==> src/verilog/execute_pkg.sv <==
`default_nettype none

package execute_pkg;

  //////////////////////////////////////////////////////////////////////
  // Widths
  //////////////////////////////////////////////////////////////////////

  localparam int xlen = 32;
  localparam int reg_count = 32;

  typedef logic [xlen-1:0] word_t;
  typedef logic [$clog2(reg_count)-1:0] reg_addr_t;

  //////////////////////////////////////////////////////////////////////
  // Operations
  //////////////////////////////////////////////////////////////////////

  typedef enum logic [3:0] {
    alu_add,
    alu_sub,
    alu_and,
    alu_or,
    alu_xor,
    alu_sll,
    alu_srl,
    alu_sra,
    alu_slt,
    alu_sltu,
    alu_lui
  } alu_op_t;

  typedef enum logic [1:0] {
    div_div,
    div_divu,
    div_rem,
    div_remu
  } div_op_t;

  typedef enum logic {
    unit_alu,
    unit_div
  } unit_t;

  //////////////////////////////////////////////////////////////////////
  // Stage records
  //////////////////////////////////////////////////////////////////////

  typedef struct packed {
    logic valid;
    unit_t unit;
    alu_op_t alu_op;
    div_op_t div_op;
    reg_addr_t rs1;
    reg_addr_t rs2;
    reg_addr_t rd;
    word_t imm;
    logic use_imm;
  } issue_t;

  typedef struct packed {
    logic valid;
    unit_t unit;
    alu_op_t alu_op;
    div_op_t div_op;
    reg_addr_t rd;
    word_t rdata1;
    word_t rdata2;
    word_t imm;
    logic use_imm;
  } operand_t;

  typedef struct packed {
    logic wren;
    reg_addr_t waddr;
    word_t wdata;
  } write_t;

  typedef struct packed {
    logic start;
    logic abort;
    div_op_t div_op;
    word_t dividend;
    word_t divisor;
  } div_req_t;

  typedef struct packed {
    logic ready;
    word_t result;
  } div_rsp_t;

endpackage

`default_nettype wire

==> src/verilog/execute_pipeline.sv <==
`timescale 1ns/1ps
`default_nettype none

module execute_pipeline import execute_pkg::*; (
  input logic clock,
  input logic reset,
  input issue_t issue,
  input logic clear,
  output logic stall,
  output write_t writeback
);

  operand_t operand;
  write_t forward;
  div_req_t div_req;
  div_rsp_t div_rsp;

  operand_stage u_operand_stage (
    .clock(clock),
    .reset(reset),
    .clear(clear),
    .issue(issue),
    .stall(stall),
    .forward(forward),
    .writeback(writeback),
    .operand(operand)
  );

  execute_stage u_execute_stage (
    .clock(clock),
    .reset(reset),
    .clear(clear),
    .operand(operand),
    .div_rsp(div_rsp),
    .div_req(div_req),
    .stall(stall),
    .forward(forward),
    .writeback(writeback)
  );

  serial_divider u_serial_divider (
    .clock(clock),
    .reset(reset),
    .div_req(div_req),
    .div_rsp(div_rsp)
  );

endmodule

`default_nettype wire

==> src/verilog/execute_stage.sv <==
`timescale 1ns/1ps
`default_nettype none

module execute_stage import execute_pkg::*; (
  input logic clock,
  input logic reset,
  input logic clear,
  input operand_t operand,
  input div_rsp_t div_rsp,
  output div_req_t div_req,
  output logic stall,
  output write_t forward,
  output write_t writeback
);

  typedef struct packed {
    write_t wr;
    logic issued;
  } exec_reg_t;

  exec_reg_t r;
  exec_reg_t rin;
  exec_reg_t v;

  word_t alu_result;
  logic is_div;
  logic v_stall;

  int_alu u_int_alu (
    .alu_op(operand.alu_op),
    .rdata1(operand.rdata1),
    .rdata2(operand.rdata2),
    .imm(operand.imm),
    .use_imm(operand.use_imm),
    .result(alu_result)
  );

  //////////////////////////////////////////////////////////////////////
  // Next record
  //////////////////////////////////////////////////////////////////////

  always_comb begin
    v = r;

    is_div = operand.valid && (operand.unit == unit_div);

    // Start fires once, on the first cycle the divide sits here.
    div_req.start = is_div && !r.issued && !clear;
    div_req.abort = clear;
    div_req.div_op = operand.div_op;
    div_req.dividend = operand.rdata1;
    div_req.divisor = operand.rdata2;

    v_stall = is_div && !div_rsp.ready;

    v.wr.waddr = operand.rd;
    v.wr.wdata = (operand.unit == unit_div) ? div_rsp.result : alu_result;
    v.wr.wren = operand.valid && !v_stall && (operand.rd != '0);

    if (div_req.start) begin
      v.issued = 1'b1;
    end
    if (div_rsp.ready) begin
      v.issued = 1'b0;
    end

    // A flush drops the record and lets the operand stage move on.
    if (clear) begin
      v.wr.wren = 1'b0;
      v.issued = 1'b0;
      v_stall = 1'b0;
    end

    rin = v;

    stall = v_stall;
    forward = v.wr;
    writeback = r.wr;
  end

  always_ff @(posedge clock) begin
    if (!reset) begin
      r <= '0;
    end else begin
      r <= rin;
    end
  end

endmodule

`default_nettype wire

==> src/verilog/int_alu.sv <==
`timescale 1ns/1ps
`default_nettype none

module int_alu import execute_pkg::*; (
  input alu_op_t alu_op,
  input word_t rdata1,
  input word_t rdata2,
  input word_t imm,
  input logic use_imm,
  output word_t result
);

  word_t op2;
  logic [$clog2(xlen)-1:0] shamt;

  always_comb begin
    op2 = use_imm ? imm : rdata2;
    shamt = op2[$clog2(xlen)-1:0];

    case (alu_op)
      alu_add: result = rdata1 + op2;
      alu_sub: result = rdata1 - op2;
      alu_and: result = rdata1 & op2;
      alu_or: result = rdata1 | op2;
      alu_xor: result = rdata1 ^ op2;
      alu_sll: result = rdata1 << shamt;
      alu_srl: result = rdata1 >> shamt;
      alu_sra: result = word_t'($signed(rdata1) >>> shamt);
      alu_slt: result = word_t'($signed(rdata1) < $signed(op2));
      alu_sltu: result = word_t'(rdata1 < op2);
      // The immediate arrives already shifted into the upper bits.
      alu_lui: result = imm;
      default: result = '0;
    endcase
  end

endmodule

`default_nettype wire

==> src/verilog/operand_stage.sv <==
`timescale 1ns/1ps
`default_nettype none

module operand_stage import execute_pkg::*; (
  input logic clock,
  input logic reset,
  input logic clear,
  input issue_t issue,
  input logic stall,
  input write_t forward,
  input write_t writeback,
  output operand_t operand
);

  word_t regs [reg_count];
  operand_t r;
  operand_t next;

  // Newest value wins, so the execute result is checked last.
  function automatic word_t read_reg(
    input reg_addr_t addr,
    input word_t file_data,
    input write_t fwd,
    input write_t wb
  );
    word_t data;
    data = file_data;
    if (wb.wren && wb.waddr == addr) begin
      data = wb.wdata;
    end
    if (fwd.wren && fwd.waddr == addr) begin
      data = fwd.wdata;
    end
    if (addr == '0) begin
      data = '0;
    end
    return data;
  endfunction

  //////////////////////////////////////////////////////////////////////
  // Register file
  //////////////////////////////////////////////////////////////////////

  always_ff @(posedge clock) begin
    if (!reset) begin
      for (int i = 0; i < reg_count; i++) begin
        regs[i] <= '0;
      end
    end else if (writeback.wren && writeback.waddr != '0) begin
      regs[writeback.waddr] <= writeback.wdata;
    end
  end

  //////////////////////////////////////////////////////////////////////
  // Operand register
  //////////////////////////////////////////////////////////////////////

  always_comb begin
    next.valid = issue.valid;
    next.unit = issue.unit;
    next.alu_op = issue.alu_op;
    next.div_op = issue.div_op;
    next.rd = issue.rd;
    next.rdata1 = read_reg(issue.rs1, regs[issue.rs1], forward, writeback);
    next.rdata2 = read_reg(issue.rs2, regs[issue.rs2], forward, writeback);
    next.imm = issue.imm;
    next.use_imm = issue.use_imm;
  end

  // The register holds while execute stalls, so the issuer holds too.
  always_ff @(posedge clock) begin
    if (!reset || clear) begin
      r <= '0;
    end else if (!stall) begin
      r <= next;
    end
  end

  assign operand = r;

endmodule

`default_nettype wire

==> src/verilog/serial_divider.sv <==
`timescale 1ns/1ps
`default_nettype none

module serial_divider import execute_pkg::*; (
  input logic clock,
  input logic reset,
  input div_req_t div_req,
  output div_rsp_t div_rsp
);

  typedef enum logic [1:0] {
    idle,
    run,
    done
  } state_t;

  typedef logic [$clog2(xlen)-1:0] step_t;

  state_t state;
  step_t count;

  div_op_t op_q;
  word_t rem_q;
  word_t quo_q;
  word_t divisor_q;
  logic q_neg;
  logic r_neg;

  logic signed_op;
  logic dividend_neg;
  logic divisor_neg;
  logic [xlen:0] shifted;
  logic [xlen:0] trial;
  word_t result_value;

  always_comb begin
    signed_op = (div_req.div_op == div_div) || (div_req.div_op == div_rem);
    dividend_neg = signed_op && div_req.dividend[xlen-1];
    divisor_neg = signed_op && div_req.divisor[xlen-1];

    // Bit xlen of the trial is the borrow of a restoring step.
    shifted = {rem_q, quo_q[xlen-1]};
    trial = shifted - {1'b0, divisor_q};

    if (op_q == div_div || op_q == div_divu) begin
      result_value = q_neg ? -quo_q : quo_q;
    end else begin
      result_value = r_neg ? -rem_q : rem_q;
    end
  end

  //////////////////////////////////////////////////////////////////////
  // Control
  //////////////////////////////////////////////////////////////////////

  always_ff @(posedge clock) begin
    if (!reset) begin
      state <= idle;
      count <= '0;
      div_rsp <= '0;
    end else begin
      div_rsp.ready <= 1'b0;
      if (div_req.abort) begin
        state <= idle;
      end else begin
        case (state)
          idle: begin
            if (div_req.start) begin
              state <= run;
              count <= '0;
            end
          end
          run: begin
            count <= count + 1'b1;
            if (count == step_t'(xlen - 1)) begin
              state <= done;
            end
          end
          done: begin
            div_rsp.ready <= 1'b1;
            div_rsp.result <= result_value;
            state <= idle;
          end
          default: state <= idle;
        endcase
      end
    end
  end

  //////////////////////////////////////////////////////////////////////
  // Datapath
  //////////////////////////////////////////////////////////////////////

  always_ff @(posedge clock) begin
    if (state == idle && div_req.start) begin
      op_q <= div_req.div_op;
      rem_q <= '0;
      quo_q <= dividend_neg ? -div_req.dividend : div_req.dividend;
      divisor_q <= divisor_neg ? -div_req.divisor : div_req.divisor;
      // A zero divisor keeps the all-ones quotient unsigned.
      q_neg <= (dividend_neg ^ divisor_neg) && (div_req.divisor != '0);
      r_neg <= dividend_neg;
    end else if (state == run) begin
      if (!trial[xlen]) begin
        rem_q <= trial[xlen-1:0];
        quo_q <= {quo_q[xlen-2:0], 1'b1};
      end else begin
        rem_q <= shifted[xlen-1:0];
        quo_q <= {quo_q[xlen-2:0], 1'b0};
      end
    end
  end

endmodule

`default_nettype wire
==> config.mk <==
export PLATFORM = sky130hd
export DESIGN_NAME = execute_pipeline
export DESIGN_NICKNAME = d
export VERILOG_FILES = /design/src/verilog/execute_pkg.sv /design/src/verilog/execute_pipeline.sv /design/src/verilog/execute_stage.sv /design/src/verilog/int_alu.sv /design/src/verilog/operand_stage.sv /design/src/verilog/serial_divider.sv
export SDC_FILE = /design/constraint.sdc
export NUM_CORES = 2
export LEC_CHECK = 0
export BUFFER_PORTS_ARGS = -buffer_cell sky130_fd_sc_hd__clkbuf_2
export CELL_PAD_IN_SITES_DETAIL_PLACEMENT = 0
export CELL_PAD_IN_SITES_GLOBAL_PLACEMENT = 1
export CORE_AREA = 2 2 517 519
export DETAILED_ROUTE_END_ITERATION = 8
export DIE_AREA = 0 0 519 521
export PLACE_DENSITY_LB_ADDON = 0.1
export SYNTH_ARGS = -nofsm -noshare
export SYNTH_HDL_FRONTEND = slang
export SYNTH_SLANG_ARGS = --single-unit
==> constraint.sdc <==
create_clock -name clock -period 11.4 [get_ports clock]
set_clock_uncertainty 0.1 [all_clocks]
set_input_delay 1.14 -clock clock [delete_from_list [all_inputs] [get_ports clock]]
set_output_delay 1.14 -clock clock [all_outputs]
set_load 0.05 [all_outputs]
After elaboration in Yosys (flattened, before gate mapping)
Memory sizes are Yosys's and may differ from the RTL's.
Cells that the tools add are included.
{"block": "totals", "ff_bits": 289, "ram_bits": 1024, "output_inout_bits": 39, "n_memories": 1}
{"block": "classes", "add_sub_neg": 8, "magnitude_cmp": 2, "eq_ne": 21, "n_shift": 3, "n_mux": 33, "n_bitwise": 6, "reduce_logical": 40}
{"memory": "u_operand_stage.regs", "words": 32, "word_bits": 32, "read_ports": 2, "rd_clocked_by_memory_dff": 0, "write_ports": 32, "line_no": "operand_stage.sv:15", "rtl": "word_t regs [reg_count];"}
{"cell": "two-way mux 32 bit", "count": 17}
{"cell": "one-hot mux 32 bit (11 select lines)", "count": 1}
{"cell": "negation 32 bit", "count": 4}
{"cell": "less-than comparator 32 bit", "count": 2}
{"cell": "two-way mux 33 bit", "count": 1}
{"cell": "subtractor 33 x 32 -> 33 bit", "count": 1}
{"cell": "adder 32 bit", "count": 1}
{"cell": "AND 32 bit", "count": 1}
{"cell": "OR 32 bit", "count": 1}
{"cell": "nonzero test 32 bit", "count": 1}
{"cell": "OR reduction 32 bit", "count": 1}
{"cell": "left shift 32 x 5 -> 32 bit", "count": 1}
{"cell": ">> shifter 32 x 5 -> 32 bit", "count": 1}
{"cell": ">>> shifter 32 x 5 -> 32 bit", "count": 1}
{"cell": "subtractor 32 bit", "count": 1}
{"cell": "XOR 32 bit", "count": 1}
{"cell": "equality test 5 bit", "count": 4}
{"cell": "equality test 4 x 3 -> 1 bit (second input constant)", "count": 4}
{"cell": "logical AND 1 bit", "count": 15}
{"cell": "equality test 4 bit (second input constant)", "count": 3}
{"cell": "logical NOT 5 bit", "count": 2}
{"cell": "two-way mux 5 bit", "count": 2}
{"cell": "one-hot mux 5 bit (2 select lines)", "count": 1}
{"cell": "nonzero test 5 bit", "count": 2}
{"cell": "other kinds (21)", "count": 44}

Depth between registers and ports, before layout
{"block": "logic_depth", "depth_word": 9, "mapped_depth": 19, "depth_no_buf": 16}

Modules after synthesis
A second synthesis with hierarchy kept.
{"block": "hier_totals", "hier_cells": 7146, "area_unflattened_um2": 80956.4}
{"module": "operand_stage", "n_inst": 1, "cells_per_inst": 4258, "area_each_um2": 58865.2, "seq_area_each_um2": 32951.6}
{"module": "serial_divider", "n_inst": 1, "cells_per_inst": 1157, "area_each_um2": 9848.2, "seq_area_each_um2": 3453.3}
{"module": "int_alu", "n_inst": 1, "cells_per_inst": 1494, "area_each_um2": 9788.1, "seq_area_each_um2": 0.0}
{"module": "execute_stage", "n_inst": 1, "cells_per_inst": 237, "area_each_um2": 2454.9, "seq_area_each_um2": 780.7}

Worst setup path after synthesis
OpenSTA, ideal clock, no wires.
{"block": "synth_timing", "path_type": "input -> register", "from": "in reset", "to": "mem u_operand_stage.regs[28][0] (netlist bit) (enable)", "arrival_ps": 4243, "t_required_ps": 10834, "setup_slack_ps": 6591, "path_stages": 6, "path_buffers": 2, "path_cell_list": "clkbuf_1 > nand2_1 > nor2_1 > nand3b_1 > clkbuf_1 > o21ai_0"}
{"element": "from (decl)", "line_no": "execute_pipeline.sv:6", "rtl": "input logic reset,"}
{"element": "to (decl)", "line_no": "operand_stage.sv:15"}

Worst setup path after layout
{"block": "layout_timing", "from": "reg u_operand_stage.r, in the netlist u_operand_stage.operand[0]", "to": "reg u_operand_stage.r, in the netlist u_operand_stage.operand[55]"}
{"block": "layout_via", "elab_chain_cells": 6}
{"element": "from (decl)", "line_no": "operand_stage.sv:16", "rtl": "operand_t r;"}
{"element": "from (signal assigned)", "line_no": "operand_stage.sv:75", "rtl": "r <= next;"}
{"element": "two-way mux 32 bit *", "line_no": "int_alu.sv:17", "rtl": "op2 = use_imm ? imm : rdata2;"}
{"element": "subtractor 32 bit, or another cell as far along", "line_no": "int_alu.sv:22", "rtl": "alu_sub: result = rdata1 - op2;"}
{"element": "one-hot mux 32 bit (11 select lines) *", "line_no": "int_alu.sv:20", "rtl": "case (alu_op)"}
{"element": "two-way mux 32 bit *", "line_no": "execute_stage.sv:57", "rtl": "v.wr.wdata = (operand.unit == unit_div) ? div_rsp.result : alu_result;"}
{"element": "two-way mux 32 bit *", "line_no": "operand_stage.sv:31", "rtl": "if (fwd.wren && fwd.waddr == addr) begin"}
{"element": "two-way mux 32 bit *", "line_no": "operand_stage.sv:34", "rtl": "if (addr == '0) begin"}
Mark *: on every way between the ends. The rest lies on a longest branch, timed or not.
A chain may end at the register's enable or synchronous reset.

==> flow_summary.ini <==
[status]
run_status = complete, no violations

[floorplan]
chipHeight_um = 521
rows = 189
die_width_um = 519
initial_core_util_pct = 29.9
ios = 98
core_mm2 = 0.264
dieArea_mm2 = 0.270

[clocking]
insertion_delay_ns = 0.85
cts_resized = 0
cts_buffer_depth = 3
root_buffer = clkbuf_16
cts.sinks = 1312
clk_pin_slew_ns = 0.06
post_cts_buffers = 0
htree_levels = 4
cts_made_buffers = 164
cts_tree = done
hold_buffers = 0

[synth]
synthTopCellsByCount = edfxtp_1, and2_1, mux4_2
synth_edf_count = 1091
async_flop_share_pct = 0
synth_area_mm2 = 0.0791
netlist.area_leader.share_pct = 41.4
ys_types = 97
netlist_instances = 6596
synthMostInstantiatedCell = edfxtp_1
ys_seq_elements = 1312
synth_seq_area_share_pct = 47.0
ys.flop_type = edfxtp_1
yosysWarnings = 0
syn-mean-instance-area_um2 = 12.0
yosys.area.top_type = edfxtp_1
synth.top_cells.by_area = edfxtp_1, mux4_2, and2_1, dfxtp_1, nand2_1

[grt]
antenna_found_initial = 20
grt_pass1_wl_mm = 476
grt_pass1_vias = 57027
grt_overflow = 0
grt_max_degree = 104
globalRouteTotalUtil_pct = 25.0

[finish]
design_area_mm2 = 0.0892
syn2layout_area_growth_pct = 12.8
final_nets = 6673
final_util_pct = 33.7
drive_above_1_share_pct = 19.9
fillCellCount = 26144

[drt]
ant_nets = 0
vias_per_cell = 5.57
wl_per_cell_um = 33.9
dr.pass1.iters = 7
drt_iter0_drc = 5954
drc = 0
dr_total_vias = 56426
routed_wl_mm = 343

[hold_path]
worstHoldPathType = reg2reg
min_path_cells = 2

[timing]
setup_viol = 0
worst_pin_slew_ns = 1.30
fmax_mhz = 153
final-hold-violation-count = 0
setup_ws_ns = 4.85
maxSlewViolCount = 0
slew_headroom_pct = 12.9
period_minus_slack_ns = 6.55
setup_tns_ns = 0
min_period_over_period_pct = 57.5
grt_setup_unrepaired = no

[power]
peakVddDrop_mv = 0.103
p_per_area_mw_per_mm2 = 145
switching_power_mw = 3.97
pwr-share-seq_pct = 43.1
clockPowerShare_pct = 39.0
swShare_pct = 30.6
p_comb_share_pct = 17.9
p_int_mw = 9.00
leakagePower_nw = 31.6
total_power_mw = 13.0

[place]
dpl-instance-area_mm2 = 0.0840
io_buffers = 97
preCtsSetupSlack_ns = 5.02
place_congestion = 0.955
hpwl_mm = 220

[setup_path]
crit_path_max_fanout = 48
rrSetupSlack_ns = 4.85
endpoint = u_operand_stage.operand[55]
crit_path_end_kind = register
start_kind = register
required_ns = 11.97
rr_worst_depth = 16
cp.arrival_ns = 7.13
crit_start = u_operand_stage.operand[0]
reg2reg_from = u_operand_stage.operand[0]
critPathKind = reg2reg
r2r-end = u_operand_stage.operand[55]

[job]
maxCapViolCount = 0
## power by group through the flow
stage	clock, mW	combinational (mW)	sequential [mW]
2_1_floorplan	0	1.45	5.60
3_3_place_gp	0	2.33	5.68
3_5_place_dp	0	2.32	5.69
4_1_cts	5.19	2.33	5.59
5_1_grt	5.37	2.47	5.61
6_report	5.06	2.33	5.59
## stage by stage
step | cells | hold WS [ns]
floorplan | 6627 | 0.308
global placement | 9836 | 0.349
detailed placement | 9836 | 0.348
CTS | 10124 | 0.363
global route | 10125 | 0.389
finish | 10138 | 0.365
## cell families after synthesis
group	Yosys count	synth area share [%]
mux	819	20.7
xor+xnor	185	2.05
flops	1312	47.0
simple gates	2157	14.4
compound gates	1181	9.49
other cells	1	0.00474
fa+ha+maj	145	2.32
buf+inv	796	4.05
## registers in the layout, indices dropped and copies added (netlist names)
name,cells
u_serial_divider.rem_q,32
u_serial_divider.count,5
u_serial_divider.state,2
u_serial_divider.quo_q,32
u_operand_stage.regs,1024
u_execute_stage.writeback,38
u_serial_divider.div_rsp,33
u_serial_divider.divisor_q,32
u_operand_stage.operand,110
u_execute_stage.r,1
u_serial_divider.q_neg,1
u_serial_divider.r_neg,1
u_serial_divider.op_q,1
## worst max-delay path: stages, from the launching register on
cell and delay, ns:
dfxtp_2 0.31, buf_4 0.39, mux2i_4 0.30, buf_4 0.54
inv_2 0.48, ha_1 0.40, fa_1 0.45, a21oi_1 0.22
o21bai_1 0.15, o21a_1 0.30, a41o_1 0.35, a311oi_1 0.81
nor4_1 0.13, a31oi_1 0.19, nor2_1 0.05, o41ai_1 0.92
o21ai_0 0.21
## final cells by class
| class | instances | area, µm² | area share, % |
|---|---|---|---|
| clock inverter | 68 | 694 | 0.779 |
| clock buffer | 220 | 4430 | 4.97 |
| inverter | 148 | 558 | 0.626 |
| timing repair buffer | 324 | 2340 | 2.63 |
| tap | 3533 | 4420 | 4.96 |
| multi-input combinational | 4519 | 39500 | 44.3 |
| sequential | 1312 | 37200 | 41.7 |
| antenna | 14 | 35.0 | 0.0393 |
## routing by layer
metal,vias up,routed length (µm),GRT usage (%)
li1,24495,-,-
met5,-,0,0
met4,0,14300,9.66
met2,1959,169000,42.8
met1,29472,142000,32.1
met3,500,18100,3.29
## placed cells by master (no fill, tap or decap), drive strengths merged, types with 61 or more instances in the layout
| cell type | synthesis | layout |
|---|---|---|
| edfxtp | 1091 | 1091 |
| and2 | 1014 | 1014 |
| mux4 | 652 | 652 |
| nand2 | 500 | 500 |
| o21ai | 351 | 351 |
| nor2 | 306 | 306 |
| clkbuf | 488 | 306 |
| a21oi | 298 | 298 |
| buf | 160 | 238 |
| dfxtp | 221 | 221 |
| mux2i | 166 | 166 |
| inv | 147 | 149 |
| ha | 142 | 142 |
| xnor2 | 114 | 114 |
| nand3 | 102 | 102 |
| a22oi | 86 | 86 |
| xor2 | 71 | 71 |
| clkinv | 1 | 61 |
## worst min-delay path by stage
stage	from	endpoint	slack, ns
5_1_grt	u_operand_stage.operand[103]	u_serial_divider.op_q[1]	0.39
3_5_place_dp	u_operand_stage.operand[103]	u_serial_divider.op_q[1]	0.35
6_report	u_serial_divider.div_rsp[7]	u_serial_divider.div_rsp[7]	0.36
2_1_floorplan	u_operand_stage.operand[103]	u_serial_divider.op_q[1]	0.31
3_3_place_gp	u_serial_divider.div_rsp[24]	u_serial_divider.div_rsp[24]	0.35
4_1_cts	issue[36]	u_operand_stage.operand[100]	0.36
Note: power is estimated with default switching activity, not from simulation.
